### config.mk
export PLATFORM = sky130hd
export DESIGN_NAME = nic_pcie_app
export DESIGN_NICKNAME = d
export VERILOG_FILES = /design/src/design/nic_pkg.sv /design/src/design/req_fifo.sv /design/src/design/tlp_rx_decoder.sv /design/src/design/host_register_bank.sv /design/src/design/tlp_tx_builder.sv /design/src/design/nic_pcie_app.sv
export VERILOG_INCLUDE_DIRS = /design/src /design/src/design
export SDC_FILE = /design/constraint.sdc
export NUM_CORES = 1
export LEC_CHECK = 0
export ABC_AREA = 1
export BUFFER_PORTS_ARGS = -buffer_cell sky130_fd_sc_hd__buf_2
export CAP_MARGIN = 20
export CORE_UTILIZATION = 30
export CTS_BUF_LIST = sky130_fd_sc_hd__clkbuf_2 sky130_fd_sc_hd__clkbuf_4 sky130_fd_sc_hd__clkbuf_8
export CTS_CLUSTER_SIZE = 16
export DETAILED_ROUTE_END_ITERATION = 10
export PLACE_DENSITY = 0.49
export SYNTH_ARGS = -nofsm -noshare
export SYNTH_HDL_FRONTEND = slang
export SYNTH_SLANG_ARGS = --single-unit
### constraint.sdc
create_clock -name trn_clk -period 10.2 [get_ports trn_clk]
set_input_delay 1.02 -clock trn_clk [delete_from_list [all_inputs] [get_ports trn_clk]]
set_output_delay 1.02 -clock trn_clk [all_outputs]
set_load 0.005 [all_outputs]
### src/design/nic_consts.svh
// Shared widths, BAR0 register map and TLP field codes for the NIC endpoint
// Included by the package and by every module that needs a constant
`ifndef NIC_CONSTS_SVH
`define NIC_CONSTS_SVH

// --------------------
// Widths
// --------------------
`define TRN_DW         64      // trn data path
`define ADDR_W         64      // Host address
`define REG_OFF_W      5       // Dword offset, byte address bits [6:2]

// --------------------
// BAR0 register map
// --------------------
`define REG_PAGE1_LO   5'd0
`define REG_PAGE1_HI   5'd1
`define REG_PAGE2_LO   5'd2
`define REG_PAGE2_HI   5'd3
`define REG_INTR_EN    5'd4    // Bit 0 enables interrupts
`define REG_DOORBELL1  5'd5
`define REG_DOORBELL2  5'd6

// --------------------
// TLP fields
// --------------------
`define FMT_MWR_3DW    2'b10
`define FMT_MWR_4DW    2'b11
`define TYPE_MEM       5'b00000

`define REQ_FIFO_DEPTH 4       // Entries per request queue

`endif

### src/design/nic_pkg.sv
// Packed struct types passed between the NIC pipeline stages
// Modules name them scoped in port lists and import the package in the body
`include "nic_consts.svh"

package nic_pkg;

    // --------------------
    // Register write, decoder to bank
    // --------------------
    typedef struct packed {
        logic [`REG_OFF_W-1:0] offset;    // BAR0 dword offset
        logic [31:0]           data;      // Written dword
    } reg_wr_t;

    // --------------------
    // Notification, bank to builder
    // --------------------
    typedef struct packed {
        logic [`ADDR_W-1:0]    addr;      // Slot page address
        logic [31:0]           data;      // Doorbell value
        logic                  intr;      // Interrupt wanted after eof
    } notify_req_t;

    // --------------------
    // One trn beat
    // --------------------
    typedef struct packed {
        logic [`TRN_DW-1:0]    data;
        logic [7:0]            rem_n;     // All zero for full beats
        logic                  sof_n;
        logic                  eof_n;
    } trn_beat_t;

endpackage

### src/design/req_fifo.sv
// Show-ahead request queue shared by both pipeline hops
// The payload type is a parameter; pushes into a full queue are dropped
`timescale 1ns/1ps
`include "nic_consts.svh"

module req_fifo #(
    parameter type payload_t = logic,
    parameter int  depth     = `REQ_FIFO_DEPTH
) (
    input  logic     trn_clk,
    input  logic     rst_n,
    input  logic     push,
    input  payload_t push_data,
    input  logic     pop,
    output payload_t pop_data,
    output logic     empty,
    output logic     full
);
    localparam int PTR_W = (depth > 1) ? $clog2(depth) : 1;
    localparam int CNT_W = $clog2(depth + 1);

    payload_t         mem [depth];       // Entry storage
    logic [PTR_W-1:0] wr_ptr;
    logic [PTR_W-1:0] rd_ptr;
    logic [CNT_W-1:0] count;             // Occupancy
    logic             do_push;
    logic             do_pop;

    function automatic logic [PTR_W-1:0] ptr_inc(input logic [PTR_W-1:0] ptr);
        return (ptr == PTR_W'(depth - 1)) ? '0 : ptr + 1'b1;    // Wrap at depth
    endfunction

    assign empty    = (count == '0);
    assign full     = (count == CNT_W'(depth));
    assign do_push  = push && !full;
    assign do_pop   = pop && !empty;
    assign pop_data = mem[rd_ptr];       // Head visible without a pop

    always_ff @(posedge trn_clk) begin
        if (!rst_n) begin
            wr_ptr <= '0;
            rd_ptr <= '0;
            count  <= '0;
        end else begin
            if (do_push) wr_ptr <= ptr_inc(wr_ptr);
            if (do_pop)  rd_ptr <= ptr_inc(rd_ptr);
            count <= count + CNT_W'(do_push) - CNT_W'(do_pop);
        end
    end

    always_ff @(posedge trn_clk) begin
        if (do_push) mem[wr_ptr] <= push_data;
    end

endmodule

### src/design/tlp_rx_decoder.sv
// Watches the trn receive link and turns BAR0 single-dword writes into register writes
// Anything else is parsed past and ignored
`timescale 1ns/1ps
`include "nic_consts.svh"

module tlp_rx_decoder (
    input  logic               trn_clk,
    input  logic               rst_n,
    input  logic [`TRN_DW-1:0] trn_rd,
    input  logic [7:0]         trn_rrem,
    input  logic               trn_rsof_n,
    input  logic               trn_reof_n,
    input  logic               trn_rsrc_rdy_n,
    input  logic [6:0]         trn_rbar_hit_n,
    output logic               wr_push,
    output nic_pkg::reg_wr_t   wr_req
);
    import nic_pkg::*;

    typedef enum logic {ST_HDR, ST_DATA} rx_state_t;

    rx_state_t state;
    logic      hdr_ok;       // Header beat passed every check
    logic      beat_vld;     // Beat on the link this cycle
    logic      hdr_match;    // Checks on the current sof beat
    logic      data_eof;     // Second beat of a pending TLP

    assign beat_vld = !trn_rsrc_rdy_n;    // Top always listens

    // DW0 sits in the upper half of the header beat
    assign hdr_match = (trn_rd[62:61] == `FMT_MWR_3DW)
                    && (trn_rd[60:56] == `TYPE_MEM)
                    && (trn_rd[41:32] == 10'd1)        // Length field
                    && !trn_rbar_hit_n[0];             // BAR0, active low

    assign data_eof = beat_vld && trn_rsof_n && !trn_reof_n && (state == ST_DATA);

    // --------------------
    // Parser
    // --------------------
    always_ff @(posedge trn_clk) begin
        if (!rst_n) begin
            state   <= ST_HDR;
            hdr_ok  <= 1'b0;
            wr_push <= 1'b0;
        end else begin
            wr_push <= 1'b0;                           // One-cycle strobe
            if (beat_vld) begin
                if (!trn_rsof_n) begin
                    // A sof always restarts the parse
                    state  <= trn_reof_n ? ST_DATA : ST_HDR;
                    hdr_ok <= hdr_match;
                end else if (state == ST_DATA) begin
                    if (!trn_reof_n) begin
                        state   <= ST_HDR;
                        wr_push <= hdr_ok && (trn_rrem == 8'h00);
                    end else begin
                        hdr_ok <= 1'b0;                // More than two beats
                    end
                end
            end
        end
    end

    // --------------------
    // Payload capture
    // --------------------
    always_ff @(posedge trn_clk) begin
        if (data_eof) begin
            wr_req.offset <= trn_rd[34 +: `REG_OFF_W];   // Address bits [6:2]
            wr_req.data   <= trn_rd[31:0];               // Lower dword
        end
    end

endmodule

### src/design/host_register_bank.sv
// BAR0 register bank: two huge-page addresses, interrupt enable and two doorbells
// Applies queued writes in order and turns doorbells into notification requests
`timescale 1ns/1ps
`include "nic_consts.svh"

module host_register_bank (
    input  logic                 trn_clk,
    input  logic                 rst_n,
    // Register writes from the decoder queue
    input  logic                 wr_empty,
    input  nic_pkg::reg_wr_t     wr_req,
    output logic                 wr_pop,
    // Notification queue towards the builder
    input  logic                 notify_full,
    output logic                 notify_push,
    output nic_pkg::notify_req_t notify_req
);
    import nic_pkg::*;

    logic [`ADDR_W-1:0] page_addr_1;     // Slot 1 huge page
    logic [`ADDR_W-1:0] page_addr_2;     // Slot 2 huge page
    logic               intr_en;
    logic               is_doorbell;     // Head write hits a doorbell
    logic               is_slot1;

    assign is_slot1    = (wr_req.offset == `REG_DOORBELL1);
    assign is_doorbell = is_slot1 || (wr_req.offset == `REG_DOORBELL2);

    // --------------------
    // Pop control
    // --------------------
    // A doorbell stays at the head until the notification queue has room
    assign wr_pop      = !wr_empty && !(is_doorbell && notify_full);
    assign notify_push = wr_pop && is_doorbell;    // Same edge as the pop

    always_comb begin
        notify_req.addr = is_slot1 ? page_addr_1 : page_addr_2;
        notify_req.data = wr_req.data;             // Doorbell value carried on
        notify_req.intr = intr_en;                 // Enable at doorbell time
    end

    // --------------------
    // Registers
    // --------------------
    always_ff @(posedge trn_clk) begin
        if (!rst_n) begin
            intr_en <= 1'b0;                       // Interrupts off after reset
        end else if (wr_pop && (wr_req.offset == `REG_INTR_EN)) begin
            intr_en <= wr_req.data[0];
        end
    end

    always_ff @(posedge trn_clk) begin
        if (wr_pop) begin
            case (wr_req.offset)
                `REG_PAGE1_LO: page_addr_1[31:0]  <= wr_req.data;
                `REG_PAGE1_HI: page_addr_1[63:32] <= wr_req.data;
                `REG_PAGE2_LO: page_addr_2[31:0]  <= wr_req.data;
                `REG_PAGE2_HI: page_addr_2[63:32] <= wr_req.data;
                default: ;                         // Doorbells and enable handled above
            endcase
        end
    end

endmodule

### src/design/tlp_tx_builder.sv
// Sends one 64-bit-address memory-write notification per request on the trn tx link
// Raises a legacy interrupt after the eof beat when the request asks for one
`timescale 1ns/1ps
`include "nic_consts.svh"

module tlp_tx_builder (
    input  logic                 trn_clk,
    input  logic                 rst_n,
    input  logic [7:0]           cfg_bus_number,
    input  logic [4:0]           cfg_device_number,
    input  logic [2:0]           cfg_function_number,
    input  logic                 notify_empty,
    input  nic_pkg::notify_req_t notify_req,
    output logic                 notify_pop,
    input  logic [3:0]           trn_tbuf_av,
    input  logic                 trn_tdst_rdy_n,
    output nic_pkg::trn_beat_t   tx_beat,
    output logic                 trn_tsrc_rdy_n,
    input  logic                 cfg_interrupt_rdy_n,
    output logic                 cfg_interrupt_n
);
    import nic_pkg::*;

    typedef enum logic [2:0] {ST_IDLE, ST_BEAT0, ST_BEAT1, ST_BEAT2, ST_INTR} tx_state_t;

    tx_state_t          state;
    notify_req_t        cur_req;         // Request on the wire
    logic [31:0]        seq_cnt;         // Notifications sent since reset
    logic [`TRN_DW-1:0] beat_data;
    logic [`TRN_DW-1:0] next_data;
    logic               sof_n;
    logic               eof_n;
    logic               start;
    logic               xfer;            // Beat accepted this cycle
    logic               load;
    logic [31:0]        dw0;
    logic [31:0]        dw1;

    // fmt, type, TC, TD, EP, attr, length 2
    assign dw0 = {1'b0, `FMT_MWR_4DW, `TYPE_MEM, 1'b0, 3'b000, 4'b0000,
                  1'b0, 1'b0, 2'b00, 2'b00, 10'd2};
    // Requester ID, tag 0, last and first BE all ones
    assign dw1 = {cfg_bus_number, cfg_device_number, cfg_function_number, 8'h00, 4'hf, 4'hf};

    assign start      = (state == ST_IDLE) && !notify_empty && trn_tbuf_av[1];
    assign xfer       = !trn_tsrc_rdy_n && !trn_tdst_rdy_n;
    assign notify_pop = start;
    assign load       = start || (xfer && (state == ST_BEAT0 || state == ST_BEAT1));

    always_comb begin
        case (state)
            ST_BEAT0: next_data = cur_req.addr;                 // Upper then lower half
            ST_BEAT1: next_data = {cur_req.data, seq_cnt};
            default:  next_data = {dw0, dw1};                   // Header beat
        endcase
    end

    // --------------------
    // FSM and handshakes
    // --------------------
    always_ff @(posedge trn_clk) begin
        if (!rst_n) begin
            state           <= ST_IDLE;
            trn_tsrc_rdy_n  <= 1'b1;
            sof_n           <= 1'b1;
            eof_n           <= 1'b1;
            cfg_interrupt_n <= 1'b1;
            seq_cnt         <= '0;
        end else begin
            case (state)
                ST_IDLE: if (start) begin
                    state          <= ST_BEAT0;
                    trn_tsrc_rdy_n <= 1'b0;
                    sof_n          <= 1'b0;
                end
                ST_BEAT0: if (xfer) begin
                    state <= ST_BEAT1;
                    sof_n <= 1'b1;
                end
                ST_BEAT1: if (xfer) begin
                    state <= ST_BEAT2;
                    eof_n <= 1'b0;
                end
                ST_BEAT2: if (xfer) begin                       // eof transferred
                    trn_tsrc_rdy_n  <= 1'b1;
                    eof_n           <= 1'b1;
                    seq_cnt         <= seq_cnt + 1'b1;
                    state           <= cur_req.intr ? ST_INTR : ST_IDLE;
                    cfg_interrupt_n <= !cur_req.intr;
                end
                ST_INTR: if (!cfg_interrupt_rdy_n) begin         // Held until ready seen
                    cfg_interrupt_n <= 1'b1;
                    state           <= ST_IDLE;
                end
                default: state <= ST_IDLE;
            endcase
        end
    end

    always_ff @(posedge trn_clk) begin
        if (start) cur_req <= notify_req;
        if (load)  beat_data <= next_data;                      // Holds under back-pressure
    end

    assign tx_beat.data  = beat_data;
    assign tx_beat.rem_n = 8'h00;                               // Full beats only
    assign tx_beat.sof_n = sof_n;
    assign tx_beat.eof_n = eof_n;

endmodule

### src/design/nic_pcie_app.sv
// PCIe endpoint application top: rx decoder, register bank and notification builder
// Connects the stages through two request queues and drives the trn tx pins
`timescale 1ns/1ps
`include "nic_consts.svh"

module nic_pcie_app (
    input  logic               trn_clk,
    input  logic               rst_n,
    // Rx local-link
    input  logic [`TRN_DW-1:0] trn_rd,
    input  logic [7:0]         trn_rrem,
    input  logic               trn_rsof_n,
    input  logic               trn_reof_n,
    input  logic               trn_rsrc_rdy_n,
    input  logic [6:0]         trn_rbar_hit_n,
    output logic               trn_rdst_rdy_n,
    // Tx local-link
    output logic [`TRN_DW-1:0] trn_td,
    output logic [7:0]         trn_trem_n,
    output logic               trn_tsof_n,
    output logic               trn_teof_n,
    output logic               trn_tsrc_rdy_n,
    input  logic               trn_tdst_rdy_n,
    input  logic [3:0]         trn_tbuf_av,
    // Configuration
    input  logic [7:0]         cfg_bus_number,
    input  logic [4:0]         cfg_device_number,
    input  logic [2:0]         cfg_function_number,
    output logic               cfg_interrupt_n,
    input  logic               cfg_interrupt_rdy_n
);
    import nic_pkg::*;

    // --------------------
    // Stage links
    // --------------------
    logic        wr_push;
    reg_wr_t     wr_req;
    reg_wr_t     wr_head;          // Queue output to the bank
    logic        wr_pop;
    logic        wr_empty;
    logic        notify_push;
    notify_req_t notify_req;
    notify_req_t notify_head;
    logic        notify_pop;
    logic        notify_empty;
    logic        notify_full;
    trn_beat_t   tx_beat;

    assign trn_rdst_rdy_n = 1'b0;  // Always listen

    tlp_rx_decoder u_tlp_rx_decoder (
        .trn_clk, .rst_n, .trn_rd, .trn_rrem, .trn_rsof_n, .trn_reof_n,
        .trn_rsrc_rdy_n, .trn_rbar_hit_n, .wr_push, .wr_req
    );

    req_fifo #(.payload_t(reg_wr_t)) u_wr_fifo (
        .trn_clk, .rst_n, .push(wr_push), .push_data(wr_req), .pop(wr_pop),
        .pop_data(wr_head), .empty(wr_empty), .full()    // Full drops writes
    );

    host_register_bank u_host_register_bank (
        .trn_clk, .rst_n, .wr_empty, .wr_req(wr_head), .wr_pop,
        .notify_full, .notify_push, .notify_req
    );

    req_fifo #(.payload_t(notify_req_t)) u_notify_fifo (
        .trn_clk, .rst_n, .push(notify_push), .push_data(notify_req), .pop(notify_pop),
        .pop_data(notify_head), .empty(notify_empty), .full(notify_full)
    );

    tlp_tx_builder u_tlp_tx_builder (
        .trn_clk, .rst_n, .cfg_bus_number, .cfg_device_number, .cfg_function_number,
        .notify_empty, .notify_req(notify_head), .notify_pop, .trn_tbuf_av,
        .trn_tdst_rdy_n, .tx_beat, .trn_tsrc_rdy_n, .cfg_interrupt_rdy_n, .cfg_interrupt_n
    );

    // Beat struct onto the trn pins
    assign trn_td     = tx_beat.data;
    assign trn_trem_n = tx_beat.rem_n;
    assign trn_tsof_n = tx_beat.sof_n;
    assign trn_teof_n = tx_beat.eof_n;

endmodule

== Yosys cells after proc, flatten, opt, wreduce, memory -nomap -nowiden ==
Memories as Yosys holds them, arrays and structs flattened. A register that Yosys moved wholly into a read port is not among the register bits.
Index checks and enable logic that the tools add are counted.

* Add/subtract/negate cells: 9
* Equal/unequal tests: 25
* Multiplexer cells: 34
* Bitwise gates (word level): 4
* Reductions and logical operators: 55

{| class="wikitable"
|+ Operators with widths
! cell !! number
|-
| 64-bit case mux with 2 select lines || 1
|-
| 64-bit two-way mux || 1
|-
| 32-bit by 1-bit adder with 32-bit output, second input constant || 1
|-
| 1-bit logical AND || 19
|-
| 3-bit two-way mux || 6
|-
| 5-bit by 3-bit equality test with 1-bit output, second input constant || 3
|-
| 1-bit two-way mux || 15
|-
| 3-bit case mux with 5 select lines || 1
|-
| 3-bit AND reduction || 5
|-
| 2-bit two-way mux || 6
|-
| 1-bit zero test || 11
|-
| 10-bit by 1-bit equality test with 1-bit output, second input constant || 1
|-
| 2-bit equality test, second input constant || 5
|-
| 5-bit by 2-bit equality test with 1-bit output, second input constant || 2
|-
| 5-bit zero test || 2
|-
| 2-bit by 1-bit inequality test with 1-bit output, second input constant || 5
|-
| 2-bit AND reduction || 5
|-
| 3-bit equality test, second input constant || 3
|-
| 3-bit zero test || 3
|-
| 2-bit by 1-bit adder with 2-bit output, second input constant || 4
|-
| 8-bit zero test || 1
|-
| 1-bit case mux with 2 select lines || 4
|-
| 2-bit nonzero test || 4
|-
| 3-bit by 1-bit adder with 3-bit output || 2
|-
| 9 further kinds || 17
|}

* Flip-flop bits (word level): 286
* RAM bits: 536
* Word-level logic and storage cells: 152
* Memories kept: 2

{| class="wikitable"
|+ Memory list
! memory !! words !! bits a word !! rd ports !! clocked after Yosys merged registers in !! wr ports !! line !! RTL
|-
| u_notify_fifo.mem || 4 || 97 || 1 || 1 || 1 || req_fifo.sv:22 || <nowiki>payload_t mem [depth];</nowiki>
|-
| u_wr_fifo.mem || 4 || 37 || 1 || 1 || 1 || req_fifo.sv:22 ||
|}

== Depth between registers and ports, before layout ==
* Word-level depth: 9
* Gate-level depth with buffers: 16
* Depth with buffers taken out: 15

== Modules after synthesis ==
From an unflattened synthesis, not the netlist that was laid out.

* Cell total of the unflattened synthesis: 2450
* Area, all modules: 35200.0 um^2

{| class="wikitable"
|+ Modules (own cells, without submodules)
! module !! instances !! cells each !! area each (um^2) !! seq. area each (um^2)
|-
| req_fifo (u_notify_fifo) || 1 || 1003 || 14826.7 || 11831.3
|-
| tlp_tx_builder || 1 || 661 || 7896.3 || 5615.4
|-
| req_fifo (u_wr_fifo) || 1 || 429 || 5992.0 || 4624.4
|-
| host_register_bank || 1 || 267 || 5091.1 || 3863.7
|-
| tlp_rx_decoder || 1 || 88 || 1382.6 || 1171.1
|-
| nic_pcie_app || 1 || 2 || 11.3 || 0.0
|}

== Worst setup path before layout ==
No wires, ideal clock.

* Path kind: input-to-reg
* Start point: in trn_tbuf_av[1]
* End point: reg, netlist name u_tlp_tx_builder.cur_req[0]
* Arrival time: 7.651 ns
* Path slack: 1.877 ns
* Stages: 2
* Path buffers: 0
* Cell sequence: nand2_1 -> nor3_1

* Longest elaborated chain between the ends: 1

{| class="wikitable"
|+ Ends and longest elaborated chain
! element !! line !! RTL
|-
| start: declaration || nic_pcie_app.sv:24 || <nowiki>input logic [3:0] trn_tbuf_av,</nowiki>
|-
| 1-bit logical AND || tlp_tx_builder.sv:45 || <nowiki>assign start = (state == ST_IDLE) && !notify_empty && trn_tbuf_av[1];</nowiki>
|-
| net notify_pop || nic_pcie_app.sv:45 || <nowiki>logic notify_pop;</nowiki>
|}

The timed path passes the listed nets, and every way through them passes these cells.
A chain may end at the register's enable or synchronous reset.

==> impl_metrics.tcl <==
set metrics [dict create \
    status "finished with violations" \
    violations "DRC" \
    core-area_mm2 0.115 \
    cts_tree "built" \
    use_met1_pct 17.7 \
    fp.dieW_um 342 \
    power.internal_mw 7.21 \
    synth_top_family_by_area "compound AO/OA/AOI/OAI gates" \
    top_usage_layer "met2" \
    synth_fa_ha_area_share_pct 0.656 \
    die-area_mm2 0.117 \
    die_height_um 342 \
    design_area_mm2 0.0402 \
    clk-insertion-delay-late_ns 0.80 \
    setup_viol 0 \
    wire_per_inst_um 19.5 \
    drv_slew 0 \
    pin_count 183 \
    yosysSeqAreaShare_pct 78.0 \
    crit_path_end_kind "register" \
    fillers 11000 \
    layout.nets 2877 \
    tns_ns 0 \
    ys_types 38 \
    synth_simple_gate_area_share_pct 8.90 \
    met2_usage_pct 25.5 \
    p_leak_nw 13.4 \
    cts.path.max_buffers 3 \
    avgSynthCellArea_um2 13.7 \
    drive_gt1_share_pct 16.4 \
    synth_warnings 0 \
    cts_sinks 921 \
    routed_wl_um 85600 \
    grt_setup_unrepaired "false" \
    layout_setup_ws_ns 5.57 \
    clkTransAtPathRegs_ns 0.06 \
    power.switching_mw 3.30 \
    synth_top_area_cell "edfxtp_1" \
    post-cts-setup-buffers 0 \
    crit_path_start_kind "register" \
    synthXorXnorAreaFrac_pct 0.0757 \
    syn_inst 2534 \
    relSlewSlack_pct 21.4 \
    arrival_ns 5.04 \
    grt_pass1_vias 20600 \
    synth_top_area_share_pct 74.6 \
    fmax_mhz 216 \
    hp-class "in -> reg" \
    ant_nets 0 \
    period_share_pct 45.4 \
    grt_pass1_wl_um 126000 \
    io_buffer_count 149 \
    track_usage_pct 14.5 \
    grt_max_degree 104 \
    combPwrFrac_pct 21.6 \
    power_mw 10.5 \
    synthMuxAreaShare_pct 0 \
    path_class "reg -> reg" \
    pwr-share-clk_pct 30.6 \
    vias_per_cell 4.72 \
    firstDrtPassIters 8 \
    dpl-instance-area_mm2 0.0372 \
    cts_resized 0 \
    netlist_area_mm2 0.0347 \
    swShare_pct 31.4 \
    clock-root-buffer "clkbuf_8" \
    place_ws_ns 5.51 \
    worst_pin_slew_ns 1.18 \
    num_rows 124 \
    overflow 0 \
    maxCapViolCount 0 \
    postSynthRegisterBits 921 \
    drt_iter0_markers 1299 \
    path_max_fanout 76 \
    start_util_pct 30.3 \
    gp_congestion 0.785 \
    htree_levels 4 \
    drc 6 \
    pwr_density_cell_mw_per_mm2 261 \
    cts_buffers 152 \
    hold_viol_final 0 \
    place_hpwl_um 48500 \
    gr-usage-met3_pct 2.80 \
    fin_crit_ns 4.63 \
    ir_drop_uv 173 \
    syn2layout_area_growth_pct 16.0 \
    postLayoutCoreUtil_pct 35.2 \
    ys_top_cells_by_area "edfxtp_1 75%, o21ai_0 4.9%, nand2_1 3.6%, nor2_1 3.5%, dfxtp_1 3.4%" \
    ctsHoldBuffers 0 \
    antenna_found_initial 5 \
    synth_compound_area_share_pct 9.39 \
    cp.required_ns 10.61 \
    fin_worst_skew_ns 0.0441 \
    vias 20700 \
    power_frac_seq_pct 47.7 \
]
## per-stage QoR
stage                     std cells  hold slack, ns
final                          4383           0.398
after global routing           4383           0.334
after CTS                      4379           0.302
after detailed placement       4109           0.466
after global placement         4107           0.467
after floorplan                2542           0.442
## critical path: stages (launching register included)
cell and delay [ns]:
dfxtp_2 0.31, buf_4 0.57, inv_2 0.26, nand2_1 0.12
nand3_1 0.07, nand2_1 0.22, nand3_1 0.17, nor2_2 0.17
nand2_2 0.18, nor2_4 0.75, buf_4 0.66, buf_4 0.66
## final cells by class
cell class	instances	area, µm²	share of cell area, %
Sequential cell	921	27100	67.3
Multi-Input combinational cell	1377	6750	16.8
Clock buffer	203	2520	6.26
Tap cell	1512	1890	4.70
Timing Repair Buffer	196	1100	2.74
Clock inverter	67	509	1.27
Inverter	106	403	1.00
Antenna cell	1	2.50	0.00622
## worst paths after layout
kind                           start                       end  slack (ns)  depth (start not counted)
max                         register  u_notify_fifo.mem[3][31]        5.57                         11
min                      trn_rrem[3]  u_tlp_rx_decoder.wr_push        0.40                          2
max reg2reg                 register  u_notify_fifo.mem[3][31]        5.57                         11
min reg2reg  u_tlp_rx_decoder.hdr_ok  u_tlp_rx_decoder.wr_push        0.47                          2
## power groups by stage
stage | registers (mW) | logic, mW | clock network, mW
4_1_cts | 5.03 | 2.32 | 3.32
2_1_floorplan | 5.10 | 1.32 | 0
5_1_grt | 5.05 | 2.52 | 3.48
6_report | 5.02 | 2.27 | 3.22
3_3_place_gp | 5.09 | 2.25 | 0
3_5_place_dp | 5.10 | 2.32 | 0
## routing by layer
layer / up-vias / share of wire, %
met1: 10300 / 42
met4: 0 / 2.5
met5: - / 0
li1: 9706 / -
met2: 534 / 51
met3: 154 / 5.0
## synthesized netlist by cell type (all sizes together)
cell and instances:
xor2 3, dfxtp 59, a21oi 38, nand2 340, inv 106, a32o 1, nand4 13, a211oi 1
nor4b 1, ha 15, a221oi 1, nand3 46, or2 2, clkbuf 97, o211ai 25, o21ai 356
nor4 4, nand3b 2, conb 1, nor2 336, fa 2, o22ai 129, a22o 30, and2 1
buf 41, edfxtp 862, nor3 22
## cell usage in the layout (no fill, tap or decap), types with 44 or more instances in the layout
cell / Yosys / routed
o21ai_0: 338 / 338
dfxtp_1: 59 / 56
buf_4: 17 / 46
nand3_1: 45 / 45
clkbuf_8: 0 / 160
edfxtp_1: 862 / 862
nor2_1: 328 / 319
buf_2: 12 / 149
nand2_1: 337 / 335
clkbuf_4: 0 / 44
o22ai_1: 129 / 129
inv_1: 101 / 99
## logic make-up after synthesis
| logic type | count (synthesis) |
|---|---|
| AO/OA/AOI/OAI | 581 |
| XOR/XNOR | 3 |
| adder cells (fa/ha/maj) | 17 |
| buffers and inverters | 244 |
| flip-flops | 921 |
| other | 1 |
| AND/OR/NAND/NOR | 767 |
## state kept, by name, indices dropped and copies added (netlist names), 2 cells and up, named ones only
register,cells
u_wr_fifo.count,3
u_tlp_tx_builder.seq_cnt,32
u_notify_fifo.wr_ptr,2
u_wr_fifo.mem,148
u_wr_fifo.rd_ptr,2
u_wr_fifo.wr_ptr,2
u_tlp_rx_decoder.wr_req,37
u_host_register_bank.page_addr_1,64
u_tlp_tx_builder.beat_data,64
u_tlp_tx_builder.state,3
u_tlp_tx_builder.cur_req,97
u_notify_fifo.rd_ptr,2
u_host_register_bank.page_addr_2,64
u_notify_fifo.count,3
u_notify_fifo.mem,388
(Power assumes the default switching activity.)
